**src/rtl/pixel_detect.sv**
```systemverilog
`default_nettype none

module pixel_detect (
    input  wire         clk_pixel,
    input  wire         rst,
    input  wire  [7:0]  luma,
    input  wire  [7:0]  low_thresh,
    input  wire  [7:0]  high_thresh,
    input  wire  [10:0] hcount_in,
    input  wire  [9:0]  vcount_in,
    input  wire         new_frame_in,
    input  wire         read_request,
    output logic        detect_0,
    output logic        detect_1,
    output logic [10:0] hcount_out,
    output logic [9:0]  vcount_out,
    output logic        new_frame_out,
    output logic        read_request_out
);

    logic is_dark;
    logic is_lit;

    assign is_dark = luma < low_thresh;
    assign is_lit  = luma >= high_thresh;

    // decisions and position travel together.
    always_ff @(posedge clk_pixel) begin
        detect_0   <= is_dark;
        detect_1   <= is_lit;
        hcount_out <= hcount_in;
        vcount_out <= vcount_in;
    end

    always_ff @(posedge clk_pixel) begin
        if (rst) begin
            new_frame_out    <= 1'b0;
            read_request_out <= 1'b0;
        end else begin
            new_frame_out    <= new_frame_in;
            read_request_out <= read_request;
        end
    end

    // overlapping bands would flag one pixel both lit and dark.
    thresh_order_a: assert property (
        @(posedge clk_pixel) disable iff (rst)
        low_thresh <= high_thresh
    ) else $error("pixel_detect: low_thresh above high_thresh");

endmodule

`default_nettype wire

```
**config.mk**
```make
export PLATFORM = sky130hd
export DESIGN_NAME = pixel_detect
export DESIGN_NICKNAME = d
export VERILOG_FILES = /design/src/rtl/pixel_detect.sv
export SDC_FILE = /design/constraint.sdc
export NUM_CORES = 1
export LEC_CHECK = 0
export BUFFER_PORTS_ARGS = -buffer_cell sky130_fd_sc_hd__buf_2
export CAP_MARGIN = 30
export CORE_UTILIZATION = 39
export CTS_BUF_LIST = sky130_fd_sc_hd__clkbuf_4 sky130_fd_sc_hd__clkbuf_8
export CTS_CLUSTER_DIAMETER = 50
export DETAILED_ROUTE_END_ITERATION = 12
export PLACE_DENSITY = 0.81
export SLEW_MARGIN = 20
export SYNTH_ARGS = -nofsm -noshare
export SYNTH_HDL_FRONTEND = slang
export SYNTH_SLANG_ARGS = --single-unit
```
**constraint.sdc**
```tcl
create_clock -name clk_pixel -period 1.53 [get_ports clk_pixel]
set_clock_uncertainty 0.1 [all_clocks]
set_input_delay 0.153 -clock clk_pixel [delete_from_list [all_inputs] [get_ports clk_pixel]]
set_output_delay 0.153 -clock clk_pixel [all_outputs]
set_load 0.1 [all_outputs]
```
# Word-level counts from Yosys, hierarchy flattened
# Cells that the tools add are included.
classes:
  n_lt_le_gt_ge: 2
ops:
  columns: ["op", "n"]
  rows:
  - ["$ge A8 B8 Y1", 1]
  - ["$lt A8 B8 Y1", 1]
totals:
  reg_bits: 25
  input_bits: 49
  wordCells: 8
  out_inout_bits: 25

# Longest topological paths before layout
# Gate-level depths: netlist of run 1.
logic_depth:
  word_depth: 1
  ltp_mapped: 5
  mapped_depth_nobuf: 5

# Worst setup path before layout of run 1
# No wires, ideal clock.
synth_timing:
  path_type: "input to register"
  start: "in high_thresh[6]"
  end: "reg detect_1"
  setup_ps: 124
  setup_slack_ps: 368
  required_ps: 1306
  path_buffers: 0
  stages: 5
  arrival_ps: 937
  cell_sequence: "inv_1 -> ha_1 -> a21o_1 -> a221oi_2 -> o21ai_1"
synth_via:
  elab_chain_cells: 1
synth_lines:
  columns: ["item", "line_no", "source"]
  rows:
  - ["from (decl)", "8", "input wire [7:0] high_thresh,"]
  - ["$ge A8 B8 Y1", "25", "assign is_lit = luma >= high_thresh;"]
  - ["via is_lit", "22", "logic is_lit;"]
  - ["to (signal assigned)", "30", "detect_1 <= is_lit;"]
  - ["to (decl)", "14", "output logic detect_1,"]
# The timed path passes the listed nets, and every way through them passes these cells.
# A chain may end at the register's enable or synchronous reset.

# Worst setup path in the final report of run 1
layout_timing:
  start: "reg hcount_out[10]"
  end: "out hcount_out[10]"
layout_lines:
  columns: ["item", "line_no", "source"]
  rows:
  - ["from (decl)", "15", "output logic [10:0] hcount_out,"]
  - ["from (signal assigned)", "31", "hcount_out <= hcount_in;"]
# No word-level cell between the ends.

==> results by group, run 1 <==
GRT
  • Vias in the first global route: between 900 and 1000
  • GRT Util Overall: 20.7%
  • First-pass GRT wire length: about 3.9 mm
  • Largest net degree at the start of global routing: 14
  • GRT overflow: 0
  • Initial antenna violation count: 0

Routing
  • Vias: 895
  • Router iterations before antenna repair: 5
  • WL/cell: 11.3 µm
  • 1st-iter DRT viols: 8
  • Total wire length: around 2.3 mm
  • Post-DRT Antenna Nets: 0
  • DRC Markers: 0
  • Routed vias/inst: 4.34

Critical path
  • Critical setup path kind: reg2out
  • CP Cell Sequence: buf_2
  • Worst path bufs/invs: 1
  • CP startpoint kind: flip-flop
  • Crit. Startpoint: hcount_out[10]$_DFF_P_
  • CP Capture Type: output pin
  • CP max FO: 1
  • CP arrival: 1.10 ns
  • Largest stage delay, worst path: between 0.4 and 0.5 ns
  • CP max stage cell: buf_2
  • Critical path required time: around 1.3 ns
  • Cell family with most CP delay: buffers and inverters

Final layout
  • Share of cells above drive strength 1: between 40 and 50%
  • Final nets: 244
  • Final Instance Area: roughly 1600 µm²
  • Antenna diode instance count: 0
  • Filler cells: 149
  • P&R area growth vs syn: 75.7%

CTS
  • Post-cts hold buffer count: 24
  • Clock sinks: 25
  • Post-CTS setup buffers: 0
  • Worst-path clk slew: around 0.12 ns
  • Root Buffer: clkbuf_4
  • Deepest clock path buffer count: 2
  • CTS tree: yes
  • CTS buffer count: 3
  • CTS H-Tree Depth: 1
  • Post-CTS sizing: 0

STA
  • Worst Hold Slack: around 0.15 ns
  • Slew margin rel.: 66.9%
  • Actual slew at the worst max-slew pin: 0.500 ns
  • Setup TNS: 0 ns
  • RSZ-0062 raised after global routing: false
  • Period utilization: 88.6%
  • Fin crit period: 1.36 ns
  • F_max: 0.738 GHz
  • Hold Vio Cnt, Final: 0
  • Max-slew violations: 0
  • Setup Viol. Count Final: 0

Worst hold path
  • Hold/Removal Path Class: in2reg
  • Hold Startpoint: luma[0]

Logic synthesis
  • Number of synthesized register bits: 25
  • Mean Syn Cell Area: 11.3 µm²
  • Mapped cell area: 885 µm²
  • Post-synthesis instance total: slightly below 80
  • Sequential area share after synthesis: a little under three fifths
  • Synth warn: 0
  • Syn Nets: 142
  • Synth cell types: 16

Placement
  • Dpl hpwl: approximately 1.5 mm
  • Final weighted congestion in routability-driven placement: 0.636
  • Number of I/O port buffers: 73
  • Post-DP Area: 1280 µm²

Flow run
  • Max Cap Viol: 0

Die
  • Site Rows: 16
  • Chip width: around 50 µm
  • Die area: between 2000 and 2500 µm²
  • Die Y: 49.6 µm
  • Starting density of the core: approximately 43%
  • Io pins: 74
  • CORE AREA: 2040 µm²

Power
  • Overall power: approximately 1.5 mW
  • Pwr/cell area: 973 nW/µm²
  • Max IR drop VDD: 625 µV
  • Static Leakage: 0.877 nW

Status
  • Status: complete, no violations
==> layout make-up <==
class / count / area [µm²] / area share, %
multi-input cells: 38 / 328 / 21.1
well taps: 27 / 33.8 / 2.17
clock buffers: 4 / 30.0 / 1.93
inverters: 15 / 56.3 / 3.62
repair buffers: 97 / 606 / 39.0
flip-flops and latches: 25 / 500 / 32.2
==> per-stage QoR <==
| stage | worst slack, ns | utilization, % | std cells |
|---|---|---|---|
| final | 0.174 | 76.1 | 206 |
| after global routing | 0.139 | 76.1 | 206 |
| after CTS | 0.212 | 76.1 | 206 |
| after detailed placement | 0.208 | 62.9 | 178 |
| after global placement | 0.238 | 62.9 | 178 |
| after floorplan | 0.368 | - | 78 |
==> worst paths after layout <==
kind              cells after the start          endpoint
setup / recovery                      1    hcount_out[10]
hold / removal                        4  detect_0$_DFF_P_
==> synthesized netlist by cell type <==
| cell | n | area share, % |
|---|---|---|
| a21o_1 | 3 | 2.5 |
| a21oi_1 | 4 | 2.3 |
| a221oi_2 | 1 | 1.7 |
| a31oi_1 | 1 | 0.71 |
| and3_2 | 1 | 0.85 |
| dfxtp_1 | 25 | 57 |
| ha_1 | 15 | 21 |
| inv_1 | 15 | 6.4 |
| nand2_1 | 2 | 0.85 |
| nand2b_1 | 1 | 0.71 |
| nand3_1 | 3 | 1.7 |
| nor2_1 | 1 | 0.42 |
| nor2b_1 | 3 | 2.1 |
| o211ai_1 | 1 | 0.85 |
| o21ai_0 | 1 | 0.57 |
| o21ai_1 | 1 | 0.57 |
==> metal layers <==
| metal | vias to the layer above | track usage, % | share of wire (%) | wire length [µm] |
|---|---|---|---|---|
| met4 | 0 | 2.86 | 0 | 0 |
| li1 | 457 | - | - | - |
| met1 | 384 | 21.9 | 41 | 961 |
| met3 | 0 | 5.86 | 8.8 | 206 |
| met2 | 54 | 40.5 | 50 | 1160 |
| met5 | - | 0 | 0 | 0 |
==> logic make-up (layout without fill, tap and decap cells) <==
| logic type | after synthesis | after routing | synth area share [%] |
|---|---|---|---|
| simple gates | 11 | 11 | 6.65 |
| compound gates | 12 | 12 | 9.19 |
| flops | 25 | 25 | 56.6 |
| fa+ha+maj | 15 | 15 | 21.2 |
| buf+inv | 15 | 116 | 6.36 |
==> power by group <==
group / internal, mW / switching, mW / total [mW]
clock network: 0.119 / 0.164 / 0.283
registers: 0.690 / 0.0102 / 0.700
logic: 0.151 / 0.377 / 0.529
total: 0.960 / 0.552 / 1.51
==> cells in the final DEF, fill, tap and decap left out <==
| master | instances |
|---|---|
| o21ai_1 | 1 |
| o211ai_1 | 1 |
| ha_1 | 15 |
| a21o_1 | 3 |
| nand3_1 | 3 |
| dfxtp_1 | 25 |
| and3_2 | 1 |
| o21ai_0 | 1 |
| a31oi_1 | 1 |
| a221oi_2 | 1 |
| clkbuf_4 | 4 |
| a21oi_1 | 4 |
| nor2_1 | 1 |
| inv_1 | 15 |
| nand2b_1 | 1 |
| nand2_1 | 2 |
| buf_2 | 73 |
| nor2b_1 | 3 |
| dlygate4sd3_1 | 24 |
==> flip-flops by register name (all words and copies together) (netlist names) <==
register,cells
detect_0,1
detect_1,1
hcount_out,11
new_frame_out,1
read_request_out,1
vcount_out,10
(Power assumes the default switching activity.)
==> inputs of run 2 (changes only) <==
Settings changed: PLACE_DENSITY 0.81 to not set, PLACE_DENSITY_LB_ADDON set to 0.15.
==> run 2 against run 1 <==
Against the previous run: setup slack better by 0.019 ns; fmax rose by 1.4%; combinational power barely moved; count of clock-buffer cells in the layout decreased by 1; hold slack got worse by 0.0019 ns; flip-flop and latch count unchanged; sequential share of layout area grew 0.052 points.
==> results by group, run 2 (same netlist as run 1, synthesis figures left out) <==
Status
  • Status: complete, no violations

Routing
  • DR WL met2: 1.35 mm (+16%)
  • Post-DRT Antenna Nets: 0 (unchanged)
  • Vias: 913 (+2.0%)
  • Top sig layer: met4
  • 1st-iter DRT viols: 5 (-3)
  • Total wire length: 2.44 mm (+4.5%)
  • Router iterations before antenna repair: 4 (-1)
  • Wl on met1: 895 µm (-6.9%)
  • WL/cell: 11.8 µm (+4.5%)
  • Routed vias/inst: 4.43 (+2.0%)
  • Routed wl met3: 163 µm (-21%)
  • DRC Markers: 0 (unchanged)

STA
  • Hold Vio Cnt, Final: 0 (unchanged)
  • PnR worst setup slack: 0.194 ns (+0.0191 ns)
  • Setup TNS: 0 ns (unchanged)
  • Max-slew violations: 0 (unchanged)
  • Slew margin rel.: 66.6% (-0.24 points)
  • Actual slew at the worst max-slew pin: 0.504 ns (+0.00365 ns)
  • F_max: 0.748 GHz (+1.4%)
  • Fin crit period: 1.34 ns (-0.0191 ns)
  • Setup Viol. Count Final: 0 (unchanged)
  • Period utilization: 87.3% (-1.3 points)
  • RSZ-0062 raised after global routing: false

Die
  • Die Y: 49.6 µm (unchanged)
  • Die area: 2460 µm² (unchanged)
  • CORE AREA: 2040 µm² (unchanged)
  • Chip width: 49.6 µm (unchanged)
  • Starting density of the core: 43.3% (unchanged)
  • Io pins: 74 (unchanged)
  • Site Rows: 16 (unchanged)

GRT
  • Largest net degree at the start of global routing: 15 (+1)
  • GRT Util Overall: 20.9% (+0.21 points)
  • GRT overflow: 0 (unchanged)
  • First-pass GRT wire length: 3.88 mm (+0.36%)
  • Vias in the first global route: 928 (+0.87%)
  • Initial antenna violation count: 0 (unchanged)

Critical path
  • Cell family with most CP delay: buffers and inverters
  • CP arrival: 1.08 ns (-0.02 ns)
  • Critical path required time: 1.28 ns (about the same)
  • Worst path bufs/invs: 1 (unchanged)
  • CP Cell Sequence: buf_2
  • CP startpoint kind: flip-flop
  • Largest stage delay, worst path: 0.43 ns (about the same)
  • CP Capture Type: output pin
  • Critical setup path kind: reg2out
  • CP max FO: 1 (unchanged)
  • CP max stage cell: buf_2

Final layout
  • Final nets: 244 (unchanged)
  • Commonest non-fill, non-tap cell in the layout: buf_2
  • Share of cells above drive strength 1: 44.1% (unchanged)
  • Most frequent cells in the layout: buf_2 (73), dfxtp_1 (25), dlygate4sd3_1 (24)
  • Largest register FFs: 11 (unchanged)
  • Biggest register: hcount_out
  • Largest registers: hcount_out (11), vcount_out (10)
  • Antenna diode instance count: 0 (unchanged)
  • Final Instance Area: 1550 µm² (-0.16%)
  • Fin cells: 206 (unchanged)
  • P&R area growth vs syn: 75.4%

Power
  • Overall power: 1.50 mW (-0.60%)
  • Static Leakage: 0.876 nW (about the same)
  • Max IR drop VDD: 623 µV (-0.31%)
  • Pwr/cell area: 969 nW/µm² (-0.44%)

CTS
  • Deepest clock path buffer count: 2 (unchanged)
  • Worst-path clk slew: 0.13 ns (about the same)
  • CTS buffer count: 3 (unchanged)
  • Clock sinks: 25 (unchanged)
  • CTS tree: yes
  • Root Buffer: clkbuf_4
  • CTS H-Tree Depth: 1 (unchanged)

Placement
  • Final weighted congestion in routability-driven placement: 0.648 (+1.9%)
  • Dpl hpwl: 1.66 mm (+7.7%)
  • Number of instances in the placed design: 178 (unchanged)
  • Number of I/O port buffers: 73 (unchanged)
  • Setup slack at placement: 0.201 ns (-0.00739 ns)
  • Post-DP Area: 1280 µm² (unchanged)

Flow run
  • Max Cap Viol: 0 (unchanged)

Worst hold path
  • Hold/Removal Path Class: in2reg
run 2: layer usage:
metal,vias to the layer above,global-route usage (%)
met5,-,0
met4,0,9.05
met3,2,2.78
met2,48,41.7
met1,407,21.0
li1,456,-
run 2: area by class of cell:
cell class              instances  area [µm²]
inverters                      15        56.3
fillers                       162         490
multi-input cells              38         328
clock inverters                 1        5.00
flip-flops and latches         25         500
repair buffers                 97         606
clock buffers                   3        22.5
well taps                      27        33.8
run 2: what timing repair did:
item | in CTS | in global routing
gates resized for setup | 0 | 0
setup buffers | 0 | 0
endpoints found under the setup margin | 0 | 0
hold buffers | 24 | 0
hold endpoints to repair | 23 | 0
run 2: worst paths after layout:
kind                                  start  slack (ns)          endpoint  cells after the start
worst max-delay path  vcount_out[3]$_DFF_P_        0.19     vcount_out[3]                      1
worst min-delay path                luma[0]        0.15  detect_0$_DFF_P_                      4
run 2: stage by stage:
| stage | hold slack (ns) | utilization (%) |
|---|---|---|
| 4_1_cts | 0.157 | 76.0 |
| 5_1_grt | 0.190 | 76.0 |
| 6_report | 0.147 | 76.0 |
| 2_1_floorplan | 0.0807 | - |
| 3_3_place_gp | 0.156 | 62.9 |
| 3_5_place_dp | 0.158 | 62.9 |
run 2: report_power, final:
part / leakage (nW) / internal (mW) / switching, mW / total [mW]
Combinational: 0.648 / 0.151 / 0.377 / 0.528
Sequential: 0.211 / 0.690 / 0.00958 / 0.700
Clock: 0.0177 / 0.0974 / 0.178 / 0.275
==> inputs of run 3 (changes only) <==
Settings changed: ABC_AREA set to 1.
==> run 3 against run 2 <==
Against the previous run: final cell count up 7.8%; fmax down 0.58%; critical endpoint is now hcount_out[8]; hold slack about the same.
==> results by group, run 3 <==
Status
  • Status: complete, no violations

Final layout
  • P&R area growth vs syn: 73.6%
  • Final nets: 259 (+6.1%)
  • Most frequent cells in the layout: buf_2 (73), dfxtp_1 (25), dlygate4sd3_1 (24)
  • Largest registers: hcount_out (11), vcount_out (10)
  • Antenna diode instance count: 0 (unchanged)
  • Fin util: 71.3% (-4.7 points)
  • Share of cells above drive strength 1: 40.7% (-3.4 points)
  • Biggest register: hcount_out
  • Commonest non-fill, non-tap cell in the layout: buf_2
  • Largest register FFs: 11 (unchanged)

STA
  • Period utilization: 87.9% (+0.51 points)
  • Fin crit period: 1.34 ns (+0.00775 ns)
  • Worst Hold Slack: 0.147 ns (+0.000264 ns)
  • F_max: 0.744 GHz (-0.58%)
  • Max-slew violations: 0 (unchanged)
  • Hold Vio Cnt, Final: 0 (unchanged)
  • Slew margin rel.: 66.9% (+0.30 points)
  • Setup Viol. Count Final: 0 (unchanged)
  • PnR worst setup slack: 0.186 ns (-0.00775 ns)
  • Setup TNS: 0 ns (unchanged)
  • Actual slew at the worst max-slew pin: 0.499 ns (-0.00447 ns)
  • RSZ-0062 raised after global routing: false

Critical path
  • CP Capture Type: output pin
  • Critical path required time: 1.28 ns (about the same)
  • CP Cell Sequence: buf_2
  • CP arrival: 1.09 ns (about the same)
  • Cell family with most CP delay: buffers and inverters
  • Critical setup path kind: reg2out
  • Largest stage delay, worst path: 0.43 ns (about the same)
  • CP max stage cell: buf_2
  • Worst path bufs/invs: 1 (unchanged)
  • CP startpoint kind: flip-flop
  • Number of cells on the critical path: 1 (unchanged)
  • CP max FO: 1 (unchanged)

Routing
  • Routed vias/inst: 4.21 (-5.1%)
  • 1st-iter DRT viols: 7 (+2)
  • WL/cell: 10.4 µm (-12%)
  • Router iterations before antenna repair: 4 (unchanged)
  • Post-DRT Antenna Nets: 0 (unchanged)
  • Vias: 934 (+2.3%)
  • DRC Markers: 0 (unchanged)
  • Total wire length: 2.32 mm (-4.9%)

Power
  • Flop pwr share: 46.5% (about the same)
  • Clock power share: 18.2% (about the same)
  • Sw power: 0.568 mW (+0.67%)
  • Max IR drop VDD: 579 µV (-7.1%)
  • Comb pwr share: 35.3% (+0.2 points)
  • Internal power: 0.936 mW (-0.24%)
  • Static Leakage: 0.919 nW (+4.9%)
  • Switching share of power: 37.8% (+0.21 points)
  • Pwr/cell area: 954 nW/µm² (-1.5%)

Worst hold path
  • Hold Startpoint: high_thresh[0]
  • Hold depth: 4 (unchanged)
  • Hold Path End: detect_1$_DFF_P_
  • Hold/Removal Path Class: in2reg

Logic synthesis
  • Synth Flop Type: dfxtp_1
  • Most common cell in the netlist: dfxtp_1
  • Synth area leader: dfxtp_1
  • Synth cell types: 12 (-4)
  • Post-synth top area share: 55.1% (-1.5 points)
  • Number of synthesized flops with an enable pin: 0 (unchanged)
  • Post-synth ARST share: 0% (unchanged)
  • Syn Nets: 157 (+11%)
  • Sequential area share after synthesis: 55.1% (-1.5 points)
  • Synth warn: 0 (unchanged)
  • Mapped cell area: 908 µm² (+2.7%)
  • Synth cell count leaders: dfxtp_1 (25), inv_1 (21), ha_1 (15)
  • Mean Syn Cell Area: 9.77 µm² (-14%)
  • Synth top area cells: dfxtp_1 (55%), ha_1 (21%), inv_1 (8.7%), nand2_1 (5.8%), a21oi_1 (2.8%)
  • Number of synthesized register bits: 25 (unchanged)
  • Post-synthesis instance total: 93 (+19%)

GRT
  • Initial antenna violation count: 0 (unchanged)
  • GRT Util Overall: 19.4% (-1.5 points)
  • Most Crowded Layer GR: met2
  • GRT overflow: 0 (unchanged)
  • First-pass GRT wire length: 3.64 mm (-6.4%)
  • Met2 Use GR: 39.1% (-2.6 points)
  • Vias in the first global route: 890 (-4.1%)
  • M3 GR Usage: 3.64% (+0.86 points)
  • Largest net degree at the start of global routing: 15 (unchanged)
  • Grt met1 use: 18.9% (-2.1 points)

Die
  • CORE AREA: 2210 µm² (+8.3%)
  • Io pins: 74 (unchanged)
  • Die Y: 50.3 µm (+1.3%)
  • Chip width: 50.3 µm (+1.3%)
  • Site Rows: 17 (+1)
  • Die area: 2530 µm² (+2.6%)
  • Starting density of the core: 41.1% (-2.3 points)

CTS
  • CTS tree: yes
  • Worst-path clk slew: 0.13 ns (about the same)
  • CTS H-Tree Depth: 1 (unchanged)
  • CTS buffer count: 3 (unchanged)
  • Root Buffer: clkbuf_4
  • Clock sinks: 25 (unchanged)
  • Post-CTS sizing: 0 (unchanged)
  • Deepest clock path buffer count: 2 (unchanged)

Placement
  • Final weighted congestion in routability-driven placement: 0.751 (+16%)
  • Dpl hpwl: 1.60 mm (-3.7%)
  • Number of I/O port buffers: 73 (unchanged)
  • Setup slack at placement: 0.327 ns (+0.127 ns)

Flow run
  • Max Cap Viol: 0 (unchanged)
## run 3: final cells by class
type | instances | area [µm²]
fill | 184 | 636
timing repair buffer | 97 | 606
sequential | 25 | 500
multi-input combinational | 46 | 325
inverter | 22 | 82.6
tap | 28 | 35.0
clock buffer | 3 | 22.5
clock inverter | 1 | 5.00
## run 3: timing repair
item | CTS | global route
setup buffers | 0 | 0
endpoints found under the hold margin | 23 | 0
hold buffers | 24 | 0
## run 3: stage by stage
stage	cell area, µm²	instances	power, mW
after floorplan	908	93	1.08
after detailed placement	1310	194	1.20
final	1580	222	1.50
after global placement	1310	194	1.19
after CTS	1580	222	1.52
after global routing	1580	222	1.59
## run 3: logic make-up after synthesis
family          share of synthesized area [%]
compound gates                           5.65
simple gates                             9.50
fa+ha+maj                                20.7
buf+inv                                  9.09
flops                                    55.1
## run 3: how the worst max path moves through the flow
stage | end | from | slack, ns
final | hcount_out[8] | hcount_out[8]$_DFF_P_ | 0.19
after global routing | hcount_out[5] | hcount_out[5]$_DFF_P_ | 0.13
after CTS | vcount_out[6] | vcount_out[6]$_DFF_P_ | 0.19
after detailed placement | detect_1$_DFF_P_ | luma[1] | 0.33
after global placement | detect_1$_DFF_P_ | luma[1] | 0.37
after floorplan | detect_0 | detect_0$_DFF_P_ | 0.37
## run 3: routing by layer
| metal | up-vias | part of all wire [%] |
|---|---|---|
| met5 | - | 0 |
| met4 | 0 | 0.52 |
| met3 | 2 | 6.5 |
| met2 | 45 | 55 |
| met1 | 399 | 38 |
| li1 | 488 | - |
## run 3: power by group through the flow
| stage | combinational (mW) | sequential (mW) | clock, mW |
|---|---|---|---|
| global route | 0.565 | 0.703 | 0.323 |
| CTS | 0.531 | 0.698 | 0.290 |
| floorplan | 0.0762 | 1.00 | 0 |
| detailed placement | 0.483 | 0.713 | 0 |
| global placement | 0.475 | 0.712 | 0 |
| finish | 0.531 | 0.700 | 0.273 |
